### config.mk
export PLATFORM = sky130hd
export DESIGN_NAME = register_alias_table
export DESIGN_NICKNAME = d
export VERILOG_FILES = /design/src/verilog/ooo_pkg.sv /design/src/verilog/register_alias_table.sv
export SDC_FILE = /design/constraint.sdc
export NUM_CORES = 2
export LEC_CHECK = 0
export ABC_CLOCK_PERIOD_IN_PS = 80000
export BUFFER_PORTS_ARGS = -buffer_cell sky130_fd_sc_hd__buf_2
export CAP_MARGIN = 10
export CORE_MARGIN = 2
export CORE_UTILIZATION = 40
export CTS_CLUSTER_SIZE = 24
export DETAILED_ROUTE_END_ITERATION = 16
export PLACE_DENSITY = 0.59
export SYNTH_ARGS = -nofsm -noshare
export SYNTH_HDL_FRONTEND = slang
export SYNTH_SLANG_ARGS = --single-unit
export TNS_END_PERCENT = 20
### constraint.sdc
create_clock -name clock -period 80 [get_ports clock]
set_clock_uncertainty 0.15 [all_clocks]
set_input_delay 16 -clock clock [delete_from_list [all_inputs] [get_ports clock]]
set_output_delay 16 -clock clock [all_outputs]
set_load 0.02 [all_outputs]
### src/verilog/ooo_pkg.sv
`default_nettype none

package ooo_pkg;

    localparam int xlen              = 32;
    localparam int arch_regs         = 32;
    localparam int rob_depth_default = 8;   // Tag width follows from this

    typedef logic [4:0] arch_reg_t;         // x0 reads zero and is never renamed
    typedef logic [$clog2(rob_depth_default)-1:0] rob_tag_t;

    typedef enum logic [2:0] {
        add    = 3'd0,
        sub    = 3'd1,
        and_op = 3'd2,
        or_op  = 3'd3,
        xor_op = 3'd4,
        mul    = 3'd5
    } alu_op_e;

    // Station class, derived from the opcode
    typedef enum logic {
        fu_alu = 1'b0,
        fu_mul = 1'b1
    } fu_class_e;

    typedef struct packed {
        logic            valid;
        alu_op_e         op;
        arch_reg_t       rs1;
        arch_reg_t       rs2;
        arch_reg_t       rd;
        logic            use_imm;   // Operand b comes from imm
        logic [xlen-1:0] imm;
    } dispatch_packet_t;

    // One source operand, either a value or the tag it waits for
    typedef struct packed {
        logic            ready;
        rob_tag_t        tag;
        logic [xlen-1:0] value;
    } operand_t;

    typedef struct packed {
        logic            valid;
        rob_tag_t        tag;
        logic [xlen-1:0] value;
    } cdb_packet_t;

    typedef struct packed {
        logic            valid;
        alu_op_e         op;
        rob_tag_t        tag;
        logic [xlen-1:0] a;
        logic [xlen-1:0] b;
    } issue_packet_t;

    typedef struct packed {
        logic            valid;
        arch_reg_t       rd;
        logic [xlen-1:0] value;
    } commit_packet_t;

endpackage

`default_nettype wire

### src/verilog/register_alias_table.sv
`timescale 1ns/1ps
`default_nettype none

module register_alias_table (
    input  logic                    clock,
    input  logic                    reset,
    input  ooo_pkg::arch_reg_t      rs1,
    input  ooo_pkg::arch_reg_t      rs2,
    input  ooo_pkg::arch_reg_t      rd,
    input  logic                    rename,
    input  ooo_pkg::rob_tag_t       new_tag,
    input  logic                    rob_ready1,
    input  logic                    rob_ready2,
    input  logic [31:0]             rob_value1,
    input  logic [31:0]             rob_value2,
    input  ooo_pkg::cdb_packet_t    cdb,
    input  ooo_pkg::commit_packet_t commit,
    input  ooo_pkg::rob_tag_t       commit_tag,
    output ooo_pkg::operand_t       src1,
    output ooo_pkg::operand_t       src2,
    output ooo_pkg::rob_tag_t       tag1,
    output ooo_pkg::rob_tag_t       tag2
);
    import ooo_pkg::*;

    logic [xlen-1:0]      regs [arch_regs];
    rob_tag_t             map_tag [arch_regs];
    logic [arch_regs-1:0] map_valid;   // Register has a pending producer

    // Regfile first, then a completed ROB entry, then the bus, else wait on the tag
    function automatic operand_t resolve(input logic mapped, input rob_tag_t tag,
                                         input logic [xlen-1:0] reg_value,
                                         input logic rob_done,
                                         input logic [xlen-1:0] rob_value,
                                         input cdb_packet_t bus);
        operand_t res;
        res = '{ready: 1'b1, tag: '0, value: reg_value};
        if (mapped) begin
            if (rob_done) begin
                res.value = rob_value;
            end else if (bus.valid && bus.tag == tag) begin
                res.value = bus.value;   // Broadcast in this very cycle
            end else begin
                res = '{ready: 1'b0, tag: tag, value: '0};
            end
        end
        return res;
    endfunction

    assign tag1 = map_tag[rs1];
    assign tag2 = map_tag[rs2];

    assign src1 = resolve(map_valid[rs1], map_tag[rs1], regs[rs1], rob_ready1, rob_value1, cdb);
    assign src2 = resolve(map_valid[rs2], map_tag[rs2], regs[rs2], rob_ready2, rob_value2, cdb);

    always_ff @(posedge clock or posedge reset) begin
        if (reset) begin
            map_valid <= '0;
            for (int i = 0; i < arch_regs; i++) begin
                regs[i]    <= '0;
                map_tag[i] <= '0;
            end
        end else begin
            if (commit.valid && commit.rd != '0) begin   // x0 stays zero
                regs[commit.rd] <= commit.value;
                if (map_valid[commit.rd] && map_tag[commit.rd] == commit_tag) begin
                    map_valid[commit.rd] <= 1'b0;
                end
            end
            // A rename in the same cycle overrides the clear above
            if (rename && rd != '0) begin
                map_valid[rd] <= 1'b1;
                map_tag[rd]   <= new_tag;
            end
        end
    end

endmodule

`default_nettype wire

==> results.cfg <==
[synthesis]
syn_inst = 4017
synth_largest_area_cell = dfrtp_1
syn-num-nets = 4181
syn_area_per_cell_um2 = 15.81
yosysSeqAreaShare = 0.4540
yosysMostFrequentCell = dfrtp_1
synth_area_um2 = 63500
synthTopCellsByArea = dfrtp_1 (45%), mux4_2 (26%), mux2_2 (19%), mux2i_1 (1.7%), clkbuf_1 (1.4%)
synth_edf_count = 0
yosys_register_bits = 1152
yosys_warnings = 0
synthFlopType = dfrtp_1
yosysTopAreaCellShare = 0.4540
ys_top_cells_by_count = dfrtp_1 (1152), mux2_2 (1086), mux4_2 (720)
async_reset_ff_frac = 1.000
synth_cell_types = 49

[power_and_ir_drop]
ir_drop_mv = 0.02444
leakage_nw = 30.10
power_mw = 1.826
p_per_area_nw_per_um2 = 25.85

[setup_path]
crit_fanout = 71
cpPeakStageDelay_ps = 980
path_cells = buf_8 > buf_4 > buf_4 > mux4_2 > mux4_2 > mux2i_4 > buf_4 > nor2_1 > nand2_1 > buf_2
crit_top_cell = buf_4
worstPathArrival_ps = 21300
criticalPathCategory = input pin to output pin
r2r_slack_ps = 77120
cp_data_required_time_ps = 63850
startpoint_type = input pin
end_kind = output pin
slowest_stage = buf_4

[timing]
max_slew_margin = 0.2111
timing.hold.ws_ps = 239.1
layout_min_cycle_time_ps = 37450
final-hold-violation-count = 0
drv_slew = 0
setup_viol = 0
fin_tns_setup_ps = 0
worst_pin_slew_ps = 1181
period_share = 0.4681
setup_ws_ps = 42550
rsz0062_at_grt = false
max_freq_ghz = 0.02670

[route]
drcViolationCount = 0
detailroute.via_count = 38900
postRouteAntennaNets = 0
drt_iter0_drc = 3239
drt_first_pass_iters = 6
viasPerCell = 6.310
wire_per_inst_um = 32.15
routed_wl_um = 198200

[final_layout]
drive_gt1_frac = 0.5875
syn2layout_area_growth_pct = 11.25
final_area_um2 = 70640
utilization = 0.4471
layoutNonFillerInstCount = 6165
finish.net_count = 4151

[placed_design]
port_buffers = 241
gp_congestion = 0.8501
place_area_um2 = 66130
dp.cells = 5924
dp_slack_ps = 42610
dp_hpwl_um = 109800

[global_routing]
grt_max_degree = 174
grt_remaining_overflow = 0
grt_usage = 0.2467
grt_pass1_wl_um = 291900
antenna_found_initial = 13
grt_pass1_vias = 40490

[cts]
postCtsHoldBufs = 0
ctsResizeCount = 0
cts_made_buffers = 133
path_clk_slew_ps = 50
clock_latency_ps = 780
clock-sinks = 1152
root_buffer = clkbuf_16
cts_setup_buffers = 0
cts_tree = yes
h-tree-depth = 4
cts_buffer_depth = 3

[die]
rows = 146
dieArea_um2 = 162000
fp.dieW_um = 402.4
io_pins = 242
start_util = 0.4019
coreArea_um2 = 158000
die_y_um = 402.4

[job]
drv_cap = 0

[min_path]
hold_class = flip-flop to flip-flop

[run_status]
status = finished clean
-- flip-flops by register name, indices dropped and copies added (netlist names) --
| register | cells |
|---|---|
| map_valid | 32 |
| regs | 1024 |
| map_tag | 96 |
-- per-layer routing --
metal	up-vias	GRT usage	routed length, um
met2	1307	0.3982	96040
met1	21480	0.3342	83540
li1	15770	-	-
met3	345	0.04326	11120
met5	-	0	40
met4	6	0.09458	7462
-- worst max-delay path, delay by kind of cell --
family | cells | cell delay (ps)
buffers and inverters | 5 | 3270
muxes | 3 | 1060
and+or+nand+nor | 2 | 850
-- area by class of cell --
cell class / instances / area, um2
repair buffers: 306 / 1812
fillers: 13820 / 87370
clock buffers: 193 / 3938
flip-flops and latches: 1152 / 28830
clock inverters: 42 / 560.5
diodes: 6 / 15.01
well taps: 2072 / 2592
inverters: 3 / 18.77
multi-input cells: 2391 / 32880
-- report_power, final --
group	switching, mW	leakage [nW]	internal, mW
Sequential	0.0834	14.7	0.694
Combinational	0.182	13.2	0.242
Clock	0.258	2.21	0.367
Total	0.523	30.1	1.30
-- worst paths after layout --
path / cells past startpoint / endpoint / from
min reg2reg: 0 / regs[1005] / regs[1005]
min in group asynchronous: 2 / regs[475] / reset
max reg2reg: 8 / map_valid[1] / map_tag[67]
min: 0 / regs[1005] / regs[1005]
max: 10 / src1[35] / rs1[1]
max in group asynchronous: 5 / regs[584] / reset
-- layout by cell type (no fill, tap or decap), types with 16 or more instances in the layout --
master	count
buf_4	66
nand2_4	18
a221oi_2	27
mux2i_1	104
mux2_2	1085
a31oi_1	36
o22ai_1	16
clkbuf_16	136
mux4_2	720
o21ai_1	32
nand4_1	20
buf_2	230
nand3b_1	39
a22oi_1	32
clkbuf_8	33
a21oi_1	38
clkbuf_1	25
nand2_1	27
nor2_1	60
dfrtp_1	1152
clkinv_2	19
nand3_1	21
-- logic make-up after synthesis --
| logic type | share of synthesized area |
|---|---|
| multiplexers | 0.4645 |
| AND/OR/NAND/NOR | 0.02185 |
| buffers and inverters | 0.03289 |
| AO/OA/AOI/OAI | 0.02556 |
| flip-flops | 0.4540 |
| XOR/XNOR | 0.001241 |
Note: power is estimated with default switching activity, not from simulation.
