## src/verilog/ooo_pkg.sv

```systemverilog
`default_nettype none

package ooo_pkg;

    localparam int xlen              = 32;
    localparam int arch_regs         = 32;
    localparam int rob_depth_default = 8;   // Tag width follows from this

    typedef logic [4:0] arch_reg_t;         // x0 reads zero and is never renamed
    typedef logic [$clog2(rob_depth_default)-1:0] rob_tag_t;

    typedef enum logic [2:0] {
        add    = 3'd0,
        sub    = 3'd1,
        and_op = 3'd2,
        or_op  = 3'd3,
        xor_op = 3'd4,
        mul    = 3'd5
    } alu_op_e;

    // Station class, derived from the opcode
    typedef enum logic {
        fu_alu = 1'b0,
        fu_mul = 1'b1
    } fu_class_e;

    typedef struct packed {
        logic            valid;
        alu_op_e         op;
        arch_reg_t       rs1;
        arch_reg_t       rs2;
        arch_reg_t       rd;
        logic            use_imm;   // Operand b comes from imm
        logic [xlen-1:0] imm;
    } dispatch_packet_t;

    // One source operand, either a value or the tag it waits for
    typedef struct packed {
        logic            ready;
        rob_tag_t        tag;
        logic [xlen-1:0] value;
    } operand_t;

    typedef struct packed {
        logic            valid;
        rob_tag_t        tag;
        logic [xlen-1:0] value;
    } cdb_packet_t;

    typedef struct packed {
        logic            valid;
        alu_op_e         op;
        rob_tag_t        tag;
        logic [xlen-1:0] a;
        logic [xlen-1:0] b;
    } issue_packet_t;

    typedef struct packed {
        logic            valid;
        arch_reg_t       rd;
        logic [xlen-1:0] value;
    } commit_packet_t;

endpackage

`default_nettype wire

```

## src/verilog/reorder_buffer.sv

```systemverilog
`timescale 1ns/1ps
`default_nettype none

module reorder_buffer #(
    parameter int rob_depth = 8
) (
    input  logic                    clock,
    input  logic                    reset,
    input  logic                    allocate,
    input  ooo_pkg::arch_reg_t      alloc_rd,
    output ooo_pkg::rob_tag_t       tail_tag,
    output logic                    full,
    input  ooo_pkg::rob_tag_t       query1,
    input  ooo_pkg::rob_tag_t       query2,
    output logic                    done1,
    output logic                    done2,
    output logic [31:0]             value1,
    output logic [31:0]             value2,
    input  ooo_pkg::cdb_packet_t    cdb,
    output ooo_pkg::commit_packet_t commit,
    output ooo_pkg::rob_tag_t       commit_tag
);
    import ooo_pkg::*;

    rob_tag_t                   head;
    rob_tag_t                   tail;
    logic [$clog2(rob_depth):0] count;
    logic [rob_depth-1:0]       done;
    arch_reg_t                  rd_q [rob_depth];
    logic [xlen-1:0]            value_q [rob_depth];
    logic                       retire;

    assign tail_tag = tail;
    assign full     = (count == rob_depth);

    // Head leaves as soon as its result is in
    assign retire     = (count != '0) && done[head];
    assign commit     = '{valid: retire, rd: rd_q[head], value: value_q[head]};
    assign commit_tag = head;

    // Dispatch-time lookups for the rename path
    assign done1  = done[query1];
    assign done2  = done[query2];
    assign value1 = value_q[query1];
    assign value2 = value_q[query2];

    always_ff @(posedge clock or posedge reset) begin
        if (reset) begin
            head  <= '0;
            tail  <= '0;
            count <= '0;
            done  <= '0;
        end else begin
            if (cdb.valid) begin
                done[cdb.tag] <= 1'b1;
            end
            if (allocate) begin
                done[tail] <= 1'b0;
                tail       <= tail + 1'b1;   // Wraps with the tag width
            end
            if (retire) begin
                head <= head + 1'b1;
            end
            case ({allocate, retire})
                2'b10:   count <= count + 1'b1;
                2'b01:   count <= count - 1'b1;
                default: count <= count;
            endcase
        end
    end

    always_ff @(posedge clock) begin
        if (allocate) begin
            rd_q[tail] <= alloc_rd;
        end
        if (cdb.valid) begin
            value_q[cdb.tag] <= cdb.value;
        end
    end

endmodule

`default_nettype wire

```

## config.mk

```make
export PLATFORM = sky130hd
export DESIGN_NAME = reorder_buffer
export DESIGN_NICKNAME = d
export VERILOG_FILES = /design/src/verilog/ooo_pkg.sv /design/src/verilog/reorder_buffer.sv
export SDC_FILE = /design/constraint.sdc
export NUM_CORES = 1
export LEC_CHECK = 0
export ABC_CLOCK_PERIOD_IN_PS = 3460
export CAP_MARGIN = 40
export CORE_MARGIN = 2
export CORE_UTILIZATION = 44
export CTS_CLUSTER_SIZE = 28
export DETAILED_ROUTE_END_ITERATION = 8
export DONT_BUFFER_PORTS = 1
export SETUP_SLACK_MARGIN = 0.2
export SYNTH_ARGS = -nofsm -noshare
export SYNTH_HDL_FRONTEND = slang
export SYNTH_SLANG_ARGS = --single-unit
```

## constraint.sdc

```tcl
create_clock -name clock -period 3.46 [get_ports clock]
set_input_delay 0.173 -clock clock [delete_from_list [all_inputs] [get_ports clock]]
set_output_delay 0.173 -clock clock [all_outputs]
set_load 0.02 [all_outputs]
```

==> summary.md <==
| Metric | Value |
|---|---|
| Status | `complete, no violations` |
| Startpoint types | `flop` |
| Sequential cell area | `0.00935 sq mm` |
| Seq pwr share | `38.4%` |
| Pint | `0.00859 W` |
| Final Max Slew Viols | `0` |
| Minimum clock period | `2.83 ns` |
| Final period util | `81.7%` |
| RSZ-0062 raised after global routing | `no` |
| Max_cap viols | `0` |
| Setup TNS | `0 ns` |
| Die area | `0.0382 sq mm` |
| Clk pwr share | `30.6%` |
| Max stage delay on crit path | `0.62 ns` |
| Fmax | `0.354 GHz` |
| Syn Nets | `827` |
| Largest net degree at the start of global routing | `67` |
| Final ANT Viol Nets | `0` |
| Slew margin rel. | `49.9%` |
| Finished Core Util | `49.9%` |
| Final Hold Viols | `0` |
| Die span in y | `195 um` |
| Post-synth ARST share | `5.73%` |
| Skew final | `0.0154 ns` |
| Layout area overhead | `12.6%` |
| Detailed placement HPWL | `22800 um` |
| R2r setup slk | `0.78 ns` |
| Layout cell share with drive strength beyond 1 | `46.9%` |
| Total wire length | `39600 um` |
| H-tree levels | `2` |
| Number of synthesis warnings | `0` |
| Critical Path AT | `2.65 ns` |
| WS Path Type | `reg -> out` |
| DR vias | `8325` |
| Post-Syn Area per Cell | `20.9 sq um` |
| Synth Flop Type | `edfxtp_1` |
| Synth Register Bits | `314` |
| Global route overflow | `0` |
| Root buffer cell | `clkbuf_16` |
| Worst skew pair latency | `0.51 ns` |
| Initial core utilization | `44.3%` |
| Post-DR wirelength/cell | `30.4 um` |
| Nets | `864` |
| Synth top area share | `55.1%` |
| Commonest cells after routing, fill and taps aside | `edfxtp_1, mux4_2, mux2_2` |
| Combinational cell fraction of total power | `31.0%` |
| Routability cong. | `0.782` |
| IO buf count | `0` |
| First-pass GRT wire length | `58600 um` |
| Min Hold Slack | `0.0879 ns` |
| Filler cells | `2822` |
| DRT iter0 DRCs | `500` |
| Syn Inst Count | `772` |
| Commonest non-fill, non-tap cell in the layout | `edfxtp_1` |
| Num rows | `70` |
| DRT Pass-1 Iters | `6` |
| Clock Path Buffers | `3` |
| Register area share after synthesis | `57.9%` |
| Final setup vio count | `0` |
| Switching power | `0.00385 W` |
| Power Total | `0.0124 W` |
| Static Leak | `5.76 nW` |
| Worst vdd ir | `763 uV` |
| Top cells by area, synth | `edfxtp_1, mux4_2, mux2_2` |
| Initial antenna violation count | `2` |
| Yosys top cell by area | `edfxtp_1` |
| Crit path max fanout | `34` |
| Crit end category | `primary output` |
| Synthesized area | `0.0161 sq mm` |
| Power Dens Cells | `686 mW/mm^2` |
| Cts bufs inserted | `35` |
| Vias in the first global route | `9139` |
| WP data required | `3.29 ns` |
| DR vias/cell | `6.38` |
| Core Region | `0.0363 sq mm` |
| Type of the most critical hold path | `in -> reg` |
| Number of post-CTS setup repair buffers | `0` |
| Critical-path top delay cell | `buf_4` |
| Net Sw Frac | `30.9%` |
| Ports | `161` |
| Critical path, cell by cell | `buf_4, mux4_2, mux2_2` |
| Total global-route track usage | `21.1%` |
| DRC | `0` |
| Yosys cell types | `33` |
| Post-synth EDFFs | `296` |
| Clock Sink Count | `314` |
| TritonCTS clock tree | `built` |
| Worst slew pin tran | `0.751 ns` |
| CTS clk-pin slew, worst paths | `0.06 ns` |
| DIE WIDTH | `195 um` |
| Area of the multi-input gates | `0.00641 sq mm` |
final timing paths:
path / start / endpoint / cells after the start
min: allocate / count[0] / 3
max in group asynchronous: reset / commit_tag[1] / 2
min in group asynchronous: reset / done[6] / 2
min reg2reg: count[3] / count[3] / 1
max reg2reg: commit_tag[0] / count[2] / 11
max: commit_tag[0] / commit[31] / 3
kinds of logic after synthesis:
| kind of cell | synth area share (%) |
|---|---|
| flops | 57.9 |
| fa+ha+maj | 0.388 |
| xor+xnor | 0.489 |
| mux | 36.6 |
| simple gates | 1.61 |
| compound gates | 0.295 |
| buf+inv | 2.64 |
routing by layer:
| layer | track usage, % | wire length [um] | vias to the layer above |
|---|---|---|---|
| met4 | 8.54 | 1310 | 0 |
| met3 | 4.35 | 2310 | 88 |
| met1 | 24.2 | 14600 | 4497 |
| met2 | 38.5 | 21500 | 299 |
| li1 | - | - | 3441 |
| met5 | 0 | 0 | - |
power groups by stage:
| stage | registers, W | logic (W) | clock network, W |
|---|---|---|---|
| 6_report | 0.00478 | 0.00386 | 0.00381 |
| 3_3_place_gp | 0.00481 | 0.00373 | 0 |
| 2_1_floorplan | 0.00472 | 0.00333 | 0 |
| 4_1_cts | 0.00477 | 0.00393 | 0.00391 |
| 5_1_grt | 0.00481 | 0.00412 | 0.00406 |
| 3_5_place_dp | 0.00485 | 0.00384 | 0 |
stage by stage:
| step | worst slack [ns] | std cells | instance area (sq um) |
|---|---|---|---|
| after detailed placement | 0.805 | 1201 | 16500 |
| after floorplan | 0.388 | 772 | 16100 |
| after global routing | 0.470 | 1304 | 18100 |
| final | 0.633 | 1304 | 18100 |
| after global placement | 0.921 | 1197 | 16500 |
| after CTS | 0.564 | 1302 | 18100 |
timing repair:
action                                 in CTS  in global routing
hold buffers                               39                  0
endpoints found under the hold margin     319                  0
gates resized for setup                     0                  0
state kept, by name, summed over array words and instances, names as in the netlist:
name / count
value_q: 256
rd_q: 40
done: 8
count: 4
commit_tag: 3
tail_tag: 3
critical path: cells and delay by family, from the launching register on:
| kind | cells | cell delay, ns |
|---|---|---|
| flip-flops | 1 | 0.53 |
| multiplexers | 2 | 0.95 |
| buffers and inverters | 1 | 0.62 |
cell usage after synthesis, types with 3 or more instances:
master and n:
buf_6 16, xnor2_1 4, ha_1 5, buf_2 14, mux2_2 106, edfxtp_1 296, nand2b_1 6, o21ai_0 3
buf_4 3, nor3_1 4, xor2_1 5, nor2_1 30, dfrtp_1 18, clkbuf_1 25, mux4_2 197, nand2_1 5
mux4_1 9, mux2i_1 4, inv_1 4
area by class of cell:
class                      instances  share of cell area, %
sequential                       314                   51.5
multi-input combinational        393                   35.3
clock buffer                      46                   5.57
inverter                           4                 0.0827
clock inverter                    16                   1.10
antenna                            2                 0.0276
tap                              468                   3.23
timing repair buffer              61                   3.16
No activity file was read; power rests on OpenSTA's default activity.
