`src/verilog/ooo_pkg.sv`:
```
`default_nettype none

package ooo_pkg;

    localparam int xlen              = 32;
    localparam int arch_regs         = 32;
    localparam int rob_depth_default = 8;   // Tag width follows from this

    typedef logic [4:0] arch_reg_t;         // x0 reads zero and is never renamed
    typedef logic [$clog2(rob_depth_default)-1:0] rob_tag_t;

    typedef enum logic [2:0] {
        add    = 3'd0,
        sub    = 3'd1,
        and_op = 3'd2,
        or_op  = 3'd3,
        xor_op = 3'd4,
        mul    = 3'd5
    } alu_op_e;

    // Station class, derived from the opcode
    typedef enum logic {
        fu_alu = 1'b0,
        fu_mul = 1'b1
    } fu_class_e;

    typedef struct packed {
        logic            valid;
        alu_op_e         op;
        arch_reg_t       rs1;
        arch_reg_t       rs2;
        arch_reg_t       rd;
        logic            use_imm;   // Operand b comes from imm
        logic [xlen-1:0] imm;
    } dispatch_packet_t;

    // One source operand, either a value or the tag it waits for
    typedef struct packed {
        logic            ready;
        rob_tag_t        tag;
        logic [xlen-1:0] value;
    } operand_t;

    typedef struct packed {
        logic            valid;
        rob_tag_t        tag;
        logic [xlen-1:0] value;
    } cdb_packet_t;

    typedef struct packed {
        logic            valid;
        alu_op_e         op;
        rob_tag_t        tag;
        logic [xlen-1:0] a;
        logic [xlen-1:0] b;
    } issue_packet_t;

    typedef struct packed {
        logic            valid;
        arch_reg_t       rd;
        logic [xlen-1:0] value;
    } commit_packet_t;

endpackage

`default_nettype wire

```
`src/verilog/reservation_station.sv`:
```
`timescale 1ns/1ps
`default_nettype none

module reservation_station #(
    parameter int alu_entries = 3,
    parameter int mul_entries = 2
) (
    input  logic                   clock,
    input  logic                   reset,
    input  logic                   allocate,
    input  ooo_pkg::alu_op_e       op,
    input  ooo_pkg::operand_t      src1,
    input  ooo_pkg::operand_t      src2,
    input  ooo_pkg::rob_tag_t      dest_tag,
    output logic                   space,
    input  ooo_pkg::cdb_packet_t   cdb,
    input  logic                   alu_ready,
    output ooo_pkg::issue_packet_t alu_issue,
    output ooo_pkg::issue_packet_t mul_issue
);
    import ooo_pkg::*;

    localparam int entries = alu_entries + mul_entries;
    localparam int idx_w   = $clog2(entries);

    logic [entries-1:0] busy;
    logic [idx_w-1:0]   age [entries];   // Entries allocated after this one
    alu_op_e            op_q [entries];
    rob_tag_t           dest_q [entries];
    operand_t           a_q [entries];
    operand_t           b_q [entries];

    fu_class_e          in_class;
    logic [idx_w-1:0]   alloc_idx;
    logic               alu_found;
    logic               mul_found;
    logic [idx_w-1:0]   alu_idx;
    logic [idx_w-1:0]   mul_idx;
    logic               alu_fire;

    // Low entries serve the ALU, the rest the multiplier
    function automatic fu_class_e entry_class(input int idx);
        return (idx < alu_entries) ? fu_alu : fu_mul;
    endfunction

    function automatic operand_t capture(input operand_t src, input cdb_packet_t bus);
        operand_t res;
        res = src;
        if (!src.ready && bus.valid && bus.tag == src.tag) begin
            res.ready = 1'b1;
            res.value = bus.value;
        end
        return res;
    endfunction

    // Lowest free entry of the incoming class
    always_comb begin
        in_class  = (op == mul) ? fu_mul : fu_alu;
        space     = 1'b0;
        alloc_idx = '0;
        for (int i = entries - 1; i >= 0; i--) begin
            if (!busy[i] && entry_class(i) == in_class) begin
                space     = 1'b1;
                alloc_idx = idx_w'(i);
            end
        end
    end

    // Oldest ready entry per class
    always_comb begin
        alu_found = 1'b0;
        mul_found = 1'b0;
        alu_idx   = '0;
        mul_idx   = '0;
        for (int i = 0; i < entries; i++) begin
            if (busy[i] && a_q[i].ready && b_q[i].ready) begin
                if (entry_class(i) == fu_alu) begin
                    if (!alu_found || age[i] > age[alu_idx]) begin
                        alu_found = 1'b1;
                        alu_idx   = idx_w'(i);
                    end
                end else if (!mul_found || age[i] > age[mul_idx]) begin
                    mul_found = 1'b1;
                    mul_idx   = idx_w'(i);
                end
            end
        end
    end

    assign alu_fire = alu_found && alu_ready;   // Multiplier pipe never stalls

    assign alu_issue = '{valid: alu_fire, op: op_q[alu_idx], tag: dest_q[alu_idx],
                         a: a_q[alu_idx].value, b: b_q[alu_idx].value};
    assign mul_issue = '{valid: mul_found, op: op_q[mul_idx], tag: dest_q[mul_idx],
                         a: a_q[mul_idx].value, b: b_q[mul_idx].value};

    always_ff @(posedge clock or posedge reset) begin
        if (reset) begin
            busy <= '0;
            for (int i = 0; i < entries; i++) begin
                age[i] <= '0;
            end
        end else begin
            if (allocate) begin
                for (int i = 0; i < entries; i++) begin
                    if (busy[i]) begin
                        age[i] <= age[i] + 1'b1;
                    end
                end
                busy[alloc_idx] <= 1'b1;
                age[alloc_idx]  <= '0;
            end
            // Issued entries free on the same edge
            if (alu_fire) begin
                busy[alu_idx] <= 1'b0;
            end
            if (mul_found) begin
                busy[mul_idx] <= 1'b0;
            end
        end
    end

    always_ff @(posedge clock) begin
        for (int i = 0; i < entries; i++) begin
            a_q[i] <= capture(a_q[i], cdb);   // Wakeup
            b_q[i] <= capture(b_q[i], cdb);
        end
        if (allocate) begin
            op_q[alloc_idx]   <= op;
            dest_q[alloc_idx] <= dest_tag;
            a_q[alloc_idx]    <= capture(src1, cdb);
            b_q[alloc_idx]    <= capture(src2, cdb);
        end
    end

endmodule

`default_nettype wire

```
`config.mk`:
```
export PLATFORM = sky130hd
export DESIGN_NAME = reservation_station
export DESIGN_NICKNAME = d
export VERILOG_FILES = /design/src/verilog/ooo_pkg.sv /design/src/verilog/reservation_station.sv
export SDC_FILE = /design/constraint.sdc
export NUM_CORES = 1
export LEC_CHECK = 0
export BUFFER_PORTS_ARGS = -buffer_cell sky130_fd_sc_hd__buf_2
export CAP_MARGIN = 10
export CORE_ASPECT_RATIO = 0.9
export CORE_MARGIN = 2
export CORE_UTILIZATION = 40
export CTS_CLUSTER_SIZE = 16
export DETAILED_ROUTE_END_ITERATION = 10
export HOLD_SLACK_MARGIN = 0.06
export PLACE_DENSITY = 0.57
export SETUP_SLACK_MARGIN = 0.5
export SLEW_MARGIN = 5
export SYNTH_ARGS = -nofsm -noshare
export SYNTH_HDL_FRONTEND = slang
export SYNTH_SLANG_ARGS = --single-unit
```
`constraint.sdc`:
```
create_clock -name clock -period 3.4 [get_ports clock]
set_input_delay 0.34 -clock clock [delete_from_list [all_inputs] [get_ports clock]]
set_output_delay 0.34 -clock clock [all_outputs]
set_load 0.02 [all_outputs]
```
==> reports/qor.csv <==
stage,metric,value,unit
run_status,status,finished with violations,
run_status,failing checks,negative setup slack,
pwr,total power,27.3,mW
pwr,leak pwr,10.1,nW
yosys,syn_area_per_cell,15.3,µm²
cells_and_area,share of cells above drive strength 1,0.563,
clock_network,worst-case clock buffer depth,3,
floorplan,initial core utilization,0.407,
timing,fin. max-slew vios,0,
floorplan,Core Rows,78,
yosys,"Distinct cells, synth",51,
yosys,cells after synthesis,1342,
cells_and_area,Synth-to-Final Area Change,27.6,%
cells_and_area,footprint of the multi-input gates,8390,µm²
placement,GP Congestion,0.798,
timing,min Tclk post-route,4080,ps
yosys,most used flip-flop cell after synthesis,edfxtp_1,
critical_path,Crit Path Category,reg -> out,
job,maxcap violations,0,
clock_network,H-tree depth,2,
floorplan,die extent in y,219,µm
pwr,Pwr Density,1040,nW/µm²
critical_path,Worst setup SP type,flip-flop,
cells_and_area,fin cells,2369,
detailed_routing,Iter 0 DRT Violations,1084,
global_route,Overall Global Routing Usage,0.238,
timing,final setup fails,115,
timing,final hold vios,0,
timing,Final WS setup,-680,ps
detailed_routing,DRC,0,
timing,final worst path period share,1.20,
clock_network,root buffer cell,clkbuf_16,
critical_path,required time at the worst-slack endpoint,3060,ps
detailed_routing,final wirelength,65.0,mm
detailed_routing,Pre-Repair DR Iteration Count,5,
yosys,post-synth top area cell,edfxtp_1,
timing,RSZ-0062 raised after global routing,yes,
yosys,cell area after synthesis,20600,µm²
placement,Buffers on Ports,260,
placement,Placed Instances,2232,
global_route,grt total ovfl,0,
yosys,Post-synth EDFFs,380,
timing,WHS,109,ps
timing,slew margin rel.,0.401,
floorplan,die area,53300,µm²
detailed_routing,vias per cell,5.54,
detailed_routing,Antenna Nets Post-Route,0,
critical_path,CP arrival,3740,ps
yosys,Seq cells post-synth,410,
global_route,first-pass GRT wire length,92.4,mm
yosys,most numerous cell in the Yosys netlist,mux2_2,
yosys,Synth top area share,0.554,
yosys,ys async rst share,0.0488,
yosys,Area contributors post-synth,"edfxtp_1 55%, mux2_2 23%, a221o_1 3.4%, dfrtp_1 2.4%, and2_1 2.2%",
global_route,antenna violations before repair,11,
critical_path,Worst Path Max Fanout,8,
timing,clock skew,10.6,ps
placement,setup slack after placement,-89.1,ps
critical_path,flop2flop setup slack,550,ps
placement,DP HPWL,38.7,mm
critical_path,crit path launch,age[11],
critical_path,Worst Reg-to-Reg Cells,11,
detailed_routing,Routed WL per cell,27.4,µm
yosys,sequential share of the synthesized area,0.588,
clock_network,CTS tree,yes,
hold_path,hold crit path type,in -> reg,
floorplan,Ports,261,
global_route,vias in the first global route,13504,
yosys,Syn. warnings,0,
yosys,Synth top cells by count,"426 x mux2_2, 380 x edfxtp_1, 72 x and2_1",
detailed_routing,routed via count,13127,
yosys,syn nets,1474,
timing,Fmax,245,MHz
floorplan,Core Box Area,50700,µm²
cells_and_area,register area,12100,µm²
clock_network,later-pin clock latency in the skew report,580,ps
timing,Slew @ Worst Pin,895,ps
global_route,pin count of the biggest net entering global routing,48,
critical_path,reg2reg start,age[11],
clock_network,Clock Pin Slew Worst Setup and Hold Paths,60,ps
floorplan,die width,243,µm
clock_network,clock sinks,410,
pwr,VDD IR max,726,µV
cells_and_area,fillers,4270,
critical_path,Reg-to-Reg End,busy[1],
critical_path,Worst setup EP type,output pin,
critical_path,CP endpoint,alu_issue[62],
cells_and_area,NumNets Final,1778,
clock_network,Num CTS Buffers,46,
==> layer usage <==
layer | part of all wire | global-route usage | vias up
met4 | 0.019 | 0.0626 | 10
met5 | 0.0011 | 0 | -
met3 | 0.061 | 0.0462 | 94
met1 | 0.45 | 0.330 | 6763
met2 | 0.46 | 0.384 | 435
li1 | - | - | 5825
==> final cells by class <==
| class | instances | share of cell area |
|---|---|---|
| repair buffers | 376 | 0.129 |
| flip-flops and latches | 410 | 0.461 |
| well taps | 680 | 0.0324 |
| inverters | 11 | 0.00157 |
| multi-input cells | 801 | 0.319 |
| clock buffers | 59 | 0.0492 |
| diodes | 6 | 0.000571 |
| clock inverters | 26 | 0.00681 |
==> what timing repair did <==
item | CTS | global route
setup endpoints to repair | 140 | 141
hold endpoints to repair | 81 | 0
pin swaps | 21 | 6
hold buffers | 14 | 0
cloned | 8 | 6
buffers inserted | 13 | 5
resized for setup | 200 | 84
==> kinds of logic after synthesis <==
family	Yosys count	synth area share
xor gates and xnor gates	44	0.0187
muxes	464	0.259
adders and majority gates	14	0.00851
and+or+nand+nor	159	0.0458
AOI/OAI and AO/OA	120	0.0504
DFF	410	0.588
buffers and inverters	131	0.0295
==> worst max-delay path: stages (launching register included) <==
cell	delay, ps
dfrtp_1	410
ha_4	270
nor2b_4	130
a221oi_4	290
o21ai_4	110
mux2_4	320
ha_4	150
nand3b_1	160
a211o_4	360
and2_4	230
buf_4	190
a221o_1	350
buf_2	180
==> registers in the layout (all words and copies together) (netlist names) <==
name / flops
b_q: 180
age: 15
op_q: 15
dest_q: 15
a_q: 180
busy: 5
==> layout by cell type (no fill, tap or decap), types with 14 or more instances in the layout <==
cell,netlist,layout
a21oi_1,17,14
a221o_1,70,70
and2_1,72,65
buf_12,0,29
buf_2,51,174
buf_4,8,58
buf_6,3,85
clkbuf_16,0,55
clkinv_2,0,14
dfrtp_1,20,20
dlygate4sd3_1,0,14
edfxtp_1,380,380
mux2_2,426,354
mux2_4,29,101
nor2_1,20,19
xnor2_1,29,29
xor2_1,15,15
==> through the flow <==
step,TNS [ps],cell area (µm²),utilization
floorplan,0,20700,-
CTS,-44400,25700,0.508
detailed placement,-2130,23100,0.456
global route,-58260,26300,0.519
finish,-45410,26300,0.519
global placement,-269,23100,0.456
==> worst min-delay path by stage <==
stage | startpoint | to | slack [ps] | cells past startpoint
after floorplan | reset | age[0] | 300 | 1
after global placement | age[5] | age[5] | 490 | 1
after CTS | src1[35] | a_q[2][35] | 80 | 2
after detailed placement | age[5] | age[5] | 510 | 1
after global routing | src1[35] | a_q[2][35] | 110 | 2
final | src1[28] | a_q[2][28] | 110 | 2
==> where the power goes <==
| group | total, mW | switching [mW] | internal, mW |
|---|---|---|---|
| logic | 15.3 | 8.33 | 7.01 |
| clock network | 4.94 | 2.10 | 2.83 |
| registers | 7.01 | 0.413 | 6.59 |
| total | 27.3 | 10.8 | 16.4 |
(Power assumes the default switching activity.)
