--- config.mk ---
export PLATFORM = sky130hd
export DESIGN_NAME = functional_units
export DESIGN_NICKNAME = d
export VERILOG_FILES = /design/src/verilog/ooo_pkg.sv /design/src/verilog/functional_units.sv
export SDC_FILE = /design/constraint.sdc
export NUM_CORES = 2
export LEC_CHECK = 0
export ABC_AREA = 0
export CAP_MARGIN = 0
export CORE_ASPECT_RATIO = 1.4
export CORE_MARGIN = 4
export CORE_UTILIZATION = 47
export CTS_CLUSTER_DIAMETER = 40
export DETAILED_ROUTE_END_ITERATION = 8
export DONT_BUFFER_PORTS = 1
export GPL_ROUTABILITY_DRIVEN = 0
export SETUP_SLACK_MARGIN = 0.1
export SLEW_MARGIN = 20
export SYNTH_ARGS = -nofsm -noshare
export SYNTH_HDL_FRONTEND = slang
export SYNTH_SLANG_ARGS = --single-unit
--- constraint.sdc ---
create_clock -name clock -period 6.4 [get_ports clock]
set_input_delay 0.96 -clock clock [delete_from_list [all_inputs] [get_ports clock]]
set_output_delay 0.96 -clock clock [all_outputs]
set_load 0.05 [all_outputs]
--- src/verilog/ooo_pkg.sv ---
`default_nettype none

package ooo_pkg;

    localparam int xlen              = 32;
    localparam int arch_regs         = 32;
    localparam int rob_depth_default = 8;   // Tag width follows from this

    typedef logic [4:0] arch_reg_t;         // x0 reads zero and is never renamed
    typedef logic [$clog2(rob_depth_default)-1:0] rob_tag_t;

    typedef enum logic [2:0] {
        add    = 3'd0,
        sub    = 3'd1,
        and_op = 3'd2,
        or_op  = 3'd3,
        xor_op = 3'd4,
        mul    = 3'd5
    } alu_op_e;

    // Station class, derived from the opcode
    typedef enum logic {
        fu_alu = 1'b0,
        fu_mul = 1'b1
    } fu_class_e;

    typedef struct packed {
        logic            valid;
        alu_op_e         op;
        arch_reg_t       rs1;
        arch_reg_t       rs2;
        arch_reg_t       rd;
        logic            use_imm;   // Operand b comes from imm
        logic [xlen-1:0] imm;
    } dispatch_packet_t;

    // One source operand, either a value or the tag it waits for
    typedef struct packed {
        logic            ready;
        rob_tag_t        tag;
        logic [xlen-1:0] value;
    } operand_t;

    typedef struct packed {
        logic            valid;
        rob_tag_t        tag;
        logic [xlen-1:0] value;
    } cdb_packet_t;

    typedef struct packed {
        logic            valid;
        alu_op_e         op;
        rob_tag_t        tag;
        logic [xlen-1:0] a;
        logic [xlen-1:0] b;
    } issue_packet_t;

    typedef struct packed {
        logic            valid;
        arch_reg_t       rd;
        logic [xlen-1:0] value;
    } commit_packet_t;

endpackage

`default_nettype wire

--- src/verilog/functional_units.sv ---
`timescale 1ns/1ps
`default_nettype none

module functional_units (
    input  logic                   clock,
    input  logic                   reset,
    input  ooo_pkg::issue_packet_t alu_issue,
    input  ooo_pkg::issue_packet_t mul_issue,
    output logic                   alu_ready,
    output ooo_pkg::cdb_packet_t   cdb
);
    import ooo_pkg::*;

    cdb_packet_t       alu_q;   // Held ALU result
    logic [xlen-1:0]   alu_value;
    logic              alu_sent;
    issue_packet_t     mul_s1;
    cdb_packet_t       mul_s2;
    cdb_packet_t       mul_s3;
    logic [2*xlen-1:0] product;

    always_comb begin
        case (alu_issue.op)
            add:     alu_value = alu_issue.a + alu_issue.b;
            sub:     alu_value = alu_issue.a - alu_issue.b;
            and_op:  alu_value = alu_issue.a & alu_issue.b;
            or_op:   alu_value = alu_issue.a | alu_issue.b;
            xor_op:  alu_value = alu_issue.a ^ alu_issue.b;
            default: alu_value = '0;   // mul goes to its own pipe
        endcase
    end

    assign product = mul_s1.a * mul_s1.b;

    // Multiplier owns the bus, ALU result waits behind it
    assign alu_sent  = alu_q.valid && !mul_s3.valid;
    assign alu_ready = !alu_q.valid || alu_sent;
    assign cdb       = mul_s3.valid ? mul_s3 : alu_q;

    always_ff @(posedge clock or posedge reset) begin
        if (reset) begin
            alu_q  <= '0;
            mul_s1 <= '0;
            mul_s2 <= '0;
            mul_s3 <= '0;
        end else begin
            if (alu_issue.valid) begin
                alu_q <= '{valid: 1'b1, tag: alu_issue.tag, value: alu_value};
            end else if (alu_sent) begin
                alu_q.valid <= 1'b0;
            end
            mul_s1 <= mul_issue;
            mul_s2 <= '{valid: mul_s1.valid, tag: mul_s1.tag, value: product[xlen-1:0]};
            mul_s3 <= mul_s2;
        end
    end

endmodule

`default_nettype wire

==> flow_summary.rst <==
.. list-table::
   :header-rows: 1

   * - Metric
     - Value
   * - Outcome
     - complete, but fails checks
   * - Failing checks
     - negative setup slack
   * - Reg2reg path depth
     - 24
   * - Average wire per standard cell
     - 19.5 µm
   * - Worst-case setup slack after placement
     - -563 ps
   * - CTS hold repair buffers
     - 0
   * - Number of levels in the clock H-tree
     - 4
   * - Cts bufs inserted
     - 17
   * - Number of instances in the synthesized netlist
     - 2,582
   * - CTS tree
     - yes
   * - Clock-pin slew on the worst setup and hold paths
     - 80 ps
   * - Final worst path period share
     - 107%
   * - Detailed placement HPWL
     - 55.5 mm
   * - Die outline width
     - 202 µm
   * - Area of combinational cells with multiple inputs
     - 0.0186 mm²
   * - Number of failing setup endpoints in the final timing report
     - 13
   * - Cell count of the worst hold path
     - 0
   * - CP Data Required Time
     - 6730 ps
   * - Overall track demand over capacity in global routing
     - 24.1%
   * - Ratio of cells with drive above 1 in the final layout
     - 13.6%
   * - Number of sinks handled by clock tree synthesis
     - 176
   * - Post-layout minimum cycle time
     - 6830 ps
   * - Insertion delay to the later sink of the worst-skew pair
     - 460 ps
   * - Area growth, synth to finish
     - 12.5%
   * - Endpoint of the worst register-to-register path
     - mul_s2[30]$_DFF_PP0_
   * - Count of nets after finishing
     - 3,452
   * - Share of async-settable or async-resettable flops after synthesis
     - 100%
   * - Number of I/O port buffers
     - 0
   * - Count of placed standard cells including taps
     - 3,345
   * - Number of hold-slack violations in the final timing report
     - 0
   * - Area share of the leading cell type in the synthesized netlist
     - 33.1%
   * - Floorplan Core Area
     - 0.0521 mm²
   * - Number of global-route vias before repair
     - 20,095
   * - First-pass GRT wire length
     - 107 mm
   * - Antenna violations before repair
     - 6
   * - Detailed Route WL
     - 66.5 mm
   * - Max-slew violation count
     - 0
   * - Initial Utilization
     - 47.5%
   * - Fraction of the yosys area taken by sequential cells
     - 17.8%
   * - Worst reg2reg setup slack
     - -430 ps
   * - Die area
     - 0.0565 mm²
   * - Library cell with the largest summed area after synthesis
     - sky130_fd_sc_hd__fa_1
   * - Total I/O pin count
     - 181
   * - CTS max path bufs
     - 2
   * - DR vias
     - 17,770
   * - Filler cell count in the final layout
     - 4,683
   * - Number of max-cap violations
     - 0
   * - Flip-flop and latch area
     - 0.00442 mm²
   * - Type of the worst setup path
     - reg -> reg
   * - Startpoint Class
     - flip-flop
   * - Maximum number of pins on one net before global-route repair
     - 109
   * - Summed instance area of the synthesized netlist
     - 0.0248 mm²
   * - Fin cells
     - 3,401
   * - Crit Reg-Reg Startpoint
     - mul_s1[7]$_DFF_PP0_
   * - Final worst setup slack
     - -434 ps
   * - Launch instance of the worst min-delay path
     - mul_s2[25]$_DFF_PP0_
   * - Final core utilization
     - 53.4%
   * - Count of TritonRoute iterations in the first routing pass
     - 6
   * - Count of cell types in the netlist
     - 73
   * - Data arrival, critical path
     - 7170 ps
   * - # rows
     - 99
   * - Syn_area_per_cell
     - 9.59 µm²
   * - Actual transition at the worst max-transition pin
     - 1080 ps
   * - Post-synthesis sequential element count
     - 176
   * - Total DRC errors in the routed layout
     - 0
   * - Remaining max-slew budget at the tightest pin
     - 27.8%
   * - Unrepaired setup endpoints after global routing
     - true
   * - Number of enable flip-flop cells after synthesis
     - 0
   * - Final global-route overflow total
     - 0
   * - Post-detailed-route via-to-cell ratio
     - 5.22
   * - Die height
     - 280 µm
   * - Main area contributors after synthesis
     - sky130_fd_sc_hd__fa_1, sky130_fd_sc_hd__dfrtp_1, sky130_fd_sc_hd__ha_1
   * - Worst hold slack across all endpoints
     - 348 ps
   * - Syn_nets
     - 3,354
   * - Worst-path maximum fanout
     - 6
   * - Commonest register cell after synthesis
     - sky130_fd_sc_hd__dfrtp_1
   * - Endpoint of the worst hold-timing path
     - mul_s3[25]$_DFF_PP0_
   * - CTS Root Cell
     - sky130_fd_sc_hd__clkbuf_16
   * - Critical path capture point type
     - flip-flop
   * - Final clock skew
     - 17.9 ps
   * - Iteration-0 DRC Markers
     - 862
   * - Synth warnings
     - 0
   * - Hold/Removal Path Class
     - reg -> reg
   * - Upper clock frequency limit
     - 0.146 GHz
   * - Number of nets with antenna violations after detailed routing
     - 0
==> routing by layer <==
metal	share of wire (%)	global-route usage [%]	up-vias
met5	0	0	-
met4	3.6	8.33	0
met3	4.4	3.25	121
met2	54	46.0	459
met1	38	27.6	9041
li1	-	-	8149
==> flip-flops by register name, summed over array words and instances (netlist names) <==
| signal | count |
|---|---|
| mul_s1 | 68 |
| mul_s2 | 36 |
| mul_s3 | 36 |
| alu_q | 36 |
==> repair_timing <==
action	in CTS	in global routing
setup buffers	13	12
pin swaps	40	38
setup endpoints to repair	16	16
gates resized for setup	69	42
==> cells in the final DEF (no fill, tap or decap), types with 6 or more instances in the layout <==
cell type,n
sky130_fd_sc_hd__a211oi_1,15
sky130_fd_sc_hd__a21o_1,14
sky130_fd_sc_hd__a21oi_1,69
sky130_fd_sc_hd__a21oi_2,8
sky130_fd_sc_hd__a222oi_1,18
sky130_fd_sc_hd__a31oi_1,7
sky130_fd_sc_hd__and2_1,265
sky130_fd_sc_hd__and2_4,9
sky130_fd_sc_hd__buf_4,162
sky130_fd_sc_hd__buf_6,27
sky130_fd_sc_hd__clkbuf_16,17
sky130_fd_sc_hd__dfrtp_1,167
sky130_fd_sc_hd__dfrtp_2,9
sky130_fd_sc_hd__fa_1,400
sky130_fd_sc_hd__fa_2,9
sky130_fd_sc_hd__ha_1,208
sky130_fd_sc_hd__ha_4,11
sky130_fd_sc_hd__inv_1,465
sky130_fd_sc_hd__inv_2,12
sky130_fd_sc_hd__mux2_2,34
sky130_fd_sc_hd__nand2_1,303
sky130_fd_sc_hd__nand2b_1,7
sky130_fd_sc_hd__nand3_1,13
sky130_fd_sc_hd__nand4_1,6
sky130_fd_sc_hd__nor2_1,78
sky130_fd_sc_hd__nor3_1,11
sky130_fd_sc_hd__o21a_1,13
sky130_fd_sc_hd__o21ai_0,24
sky130_fd_sc_hd__o21ai_1,12
sky130_fd_sc_hd__o21ai_2,7
sky130_fd_sc_hd__o21bai_1,10
sky130_fd_sc_hd__o221ai_1,6
sky130_fd_sc_hd__o2bb2ai_1,19
sky130_fd_sc_hd__o31ai_1,6
sky130_fd_sc_hd__xnor2_1,119
sky130_fd_sc_hd__xor2_1,20
==> cells in the mapped netlist (7+ instances only) <==
cell type	n
sky130_fd_sc_hd__xor2_1	20
sky130_fd_sc_hd__o21ai_0	29
sky130_fd_sc_hd__dfrtp_1	176
sky130_fd_sc_hd__mux2_2	34
sky130_fd_sc_hd__inv_1	477
sky130_fd_sc_hd__and2_1	273
sky130_fd_sc_hd__nand2_1	303
sky130_fd_sc_hd__nand2b_1	8
sky130_fd_sc_hd__a31oi_1	7
sky130_fd_sc_hd__a211oi_1	16
sky130_fd_sc_hd__o21ai_1	14
sky130_fd_sc_hd__a222oi_1	18
sky130_fd_sc_hd__o2bb2ai_1	19
sky130_fd_sc_hd__o21bai_1	11
sky130_fd_sc_hd__o21a_1	13
sky130_fd_sc_hd__nor3_1	13
sky130_fd_sc_hd__xnor2_1	121
sky130_fd_sc_hd__fa_1	409
sky130_fd_sc_hd__nand3_1	14
sky130_fd_sc_hd__clkbuf_1	109
sky130_fd_sc_hd__a21oi_1	78
sky130_fd_sc_hd__ha_1	219
sky130_fd_sc_hd__a21o_1	14
sky130_fd_sc_hd__nor2_1	79
==> worst max-delay path, stage by stage (launching register included) <==
cell	delay, ps
sky130_fd_sc_hd__dfrtp_2	450
sky130_fd_sc_hd__and2_4	160
sky130_fd_sc_hd__fa_1	540
sky130_fd_sc_hd__fa_1	430
sky130_fd_sc_hd__fa_1	510
sky130_fd_sc_hd__inv_2	50
sky130_fd_sc_hd__fa_1	540
sky130_fd_sc_hd__inv_2	40
sky130_fd_sc_hd__fa_1	490
sky130_fd_sc_hd__inv_1	60
sky130_fd_sc_hd__fa_1	470
sky130_fd_sc_hd__inv_1	50
sky130_fd_sc_hd__fa_1	480
sky130_fd_sc_hd__fa_2	500
sky130_fd_sc_hd__ha_4	300
sky130_fd_sc_hd__and3_4	190
sky130_fd_sc_hd__nand3_4	70
sky130_fd_sc_hd__a21oi_4	150
sky130_fd_sc_hd__o32ai_4	120
sky130_fd_sc_hd__a2111oi_2	310
sky130_fd_sc_hd__buf_4	190
sky130_fd_sc_hd__nor3_4	40
sky130_fd_sc_hd__o41ai_2	350
sky130_fd_sc_hd__a21oi_2	100
sky130_fd_sc_hd__xnor2_1	130
==> cells by family (layout without fill, tap and decap cells) <==
group,Yosys count,count (layout),synth area share (%)
AND/OR/NAND/NOR,729,729,14.5
AO/OA/AOI/OAI,278,278,7.92
buffers and inverters,593,704,8.99
XOR/XNOR,141,141,4.99
other,0,1,0
flip-flops,176,176,17.8
multiplexers,37,37,1.67
adder cells (fa/ha/maj),628,628,44.1
==> area by class of cell <==
class / count / share of cell area, %
clock inverter: 15 / 0.530
sequential: 176 / 15.8
timing repair buffer: 194 / 5.82
multi-input combinational: 1813 / 66.6
antenna: 1 / 0.00898
inverter: 478 / 6.47
tap: 707 / 3.17
clock buffer: 17 / 1.53
==> worst max-delay path by stage <==
stage,endpoint,depth (start not counted),slack [ps],startpoint
2_1_floorplan,mul_s2[30]$_DFF_PP0_,24,-340,mul_s1[7]$_DFF_PP0_
3_3_place_gp,mul_s2[30]$_DFF_PP0_,24,-530,mul_s1[7]$_DFF_PP0_
3_5_place_dp,mul_s2[30]$_DFF_PP0_,22,-560,mul_s1[7]$_DFF_PP0_
4_1_cts,mul_s2[30]$_DFF_PP0_,24,-430,mul_s1[7]$_DFF_PP0_
5_1_grt,mul_s2[30]$_DFF_PP0_,24,-650,mul_s1[7]$_DFF_PP0_
6_report,mul_s2[30]$_DFF_PP0_,24,-430,mul_s1[7]$_DFF_PP0_
==> stage by stage <==
stage	setup TNS, ps	cell area, µm²
CTS	-2830	27600
global placement	-3230	26600
global route	-5140	27900
detailed placement	-3740	26600
floorplan	-499	24900
finish	-2220	27900
Power is left out: the tool's default activity adds up to more than one toggle a clock period on the data nets, which glitch-free logic cannot reach.
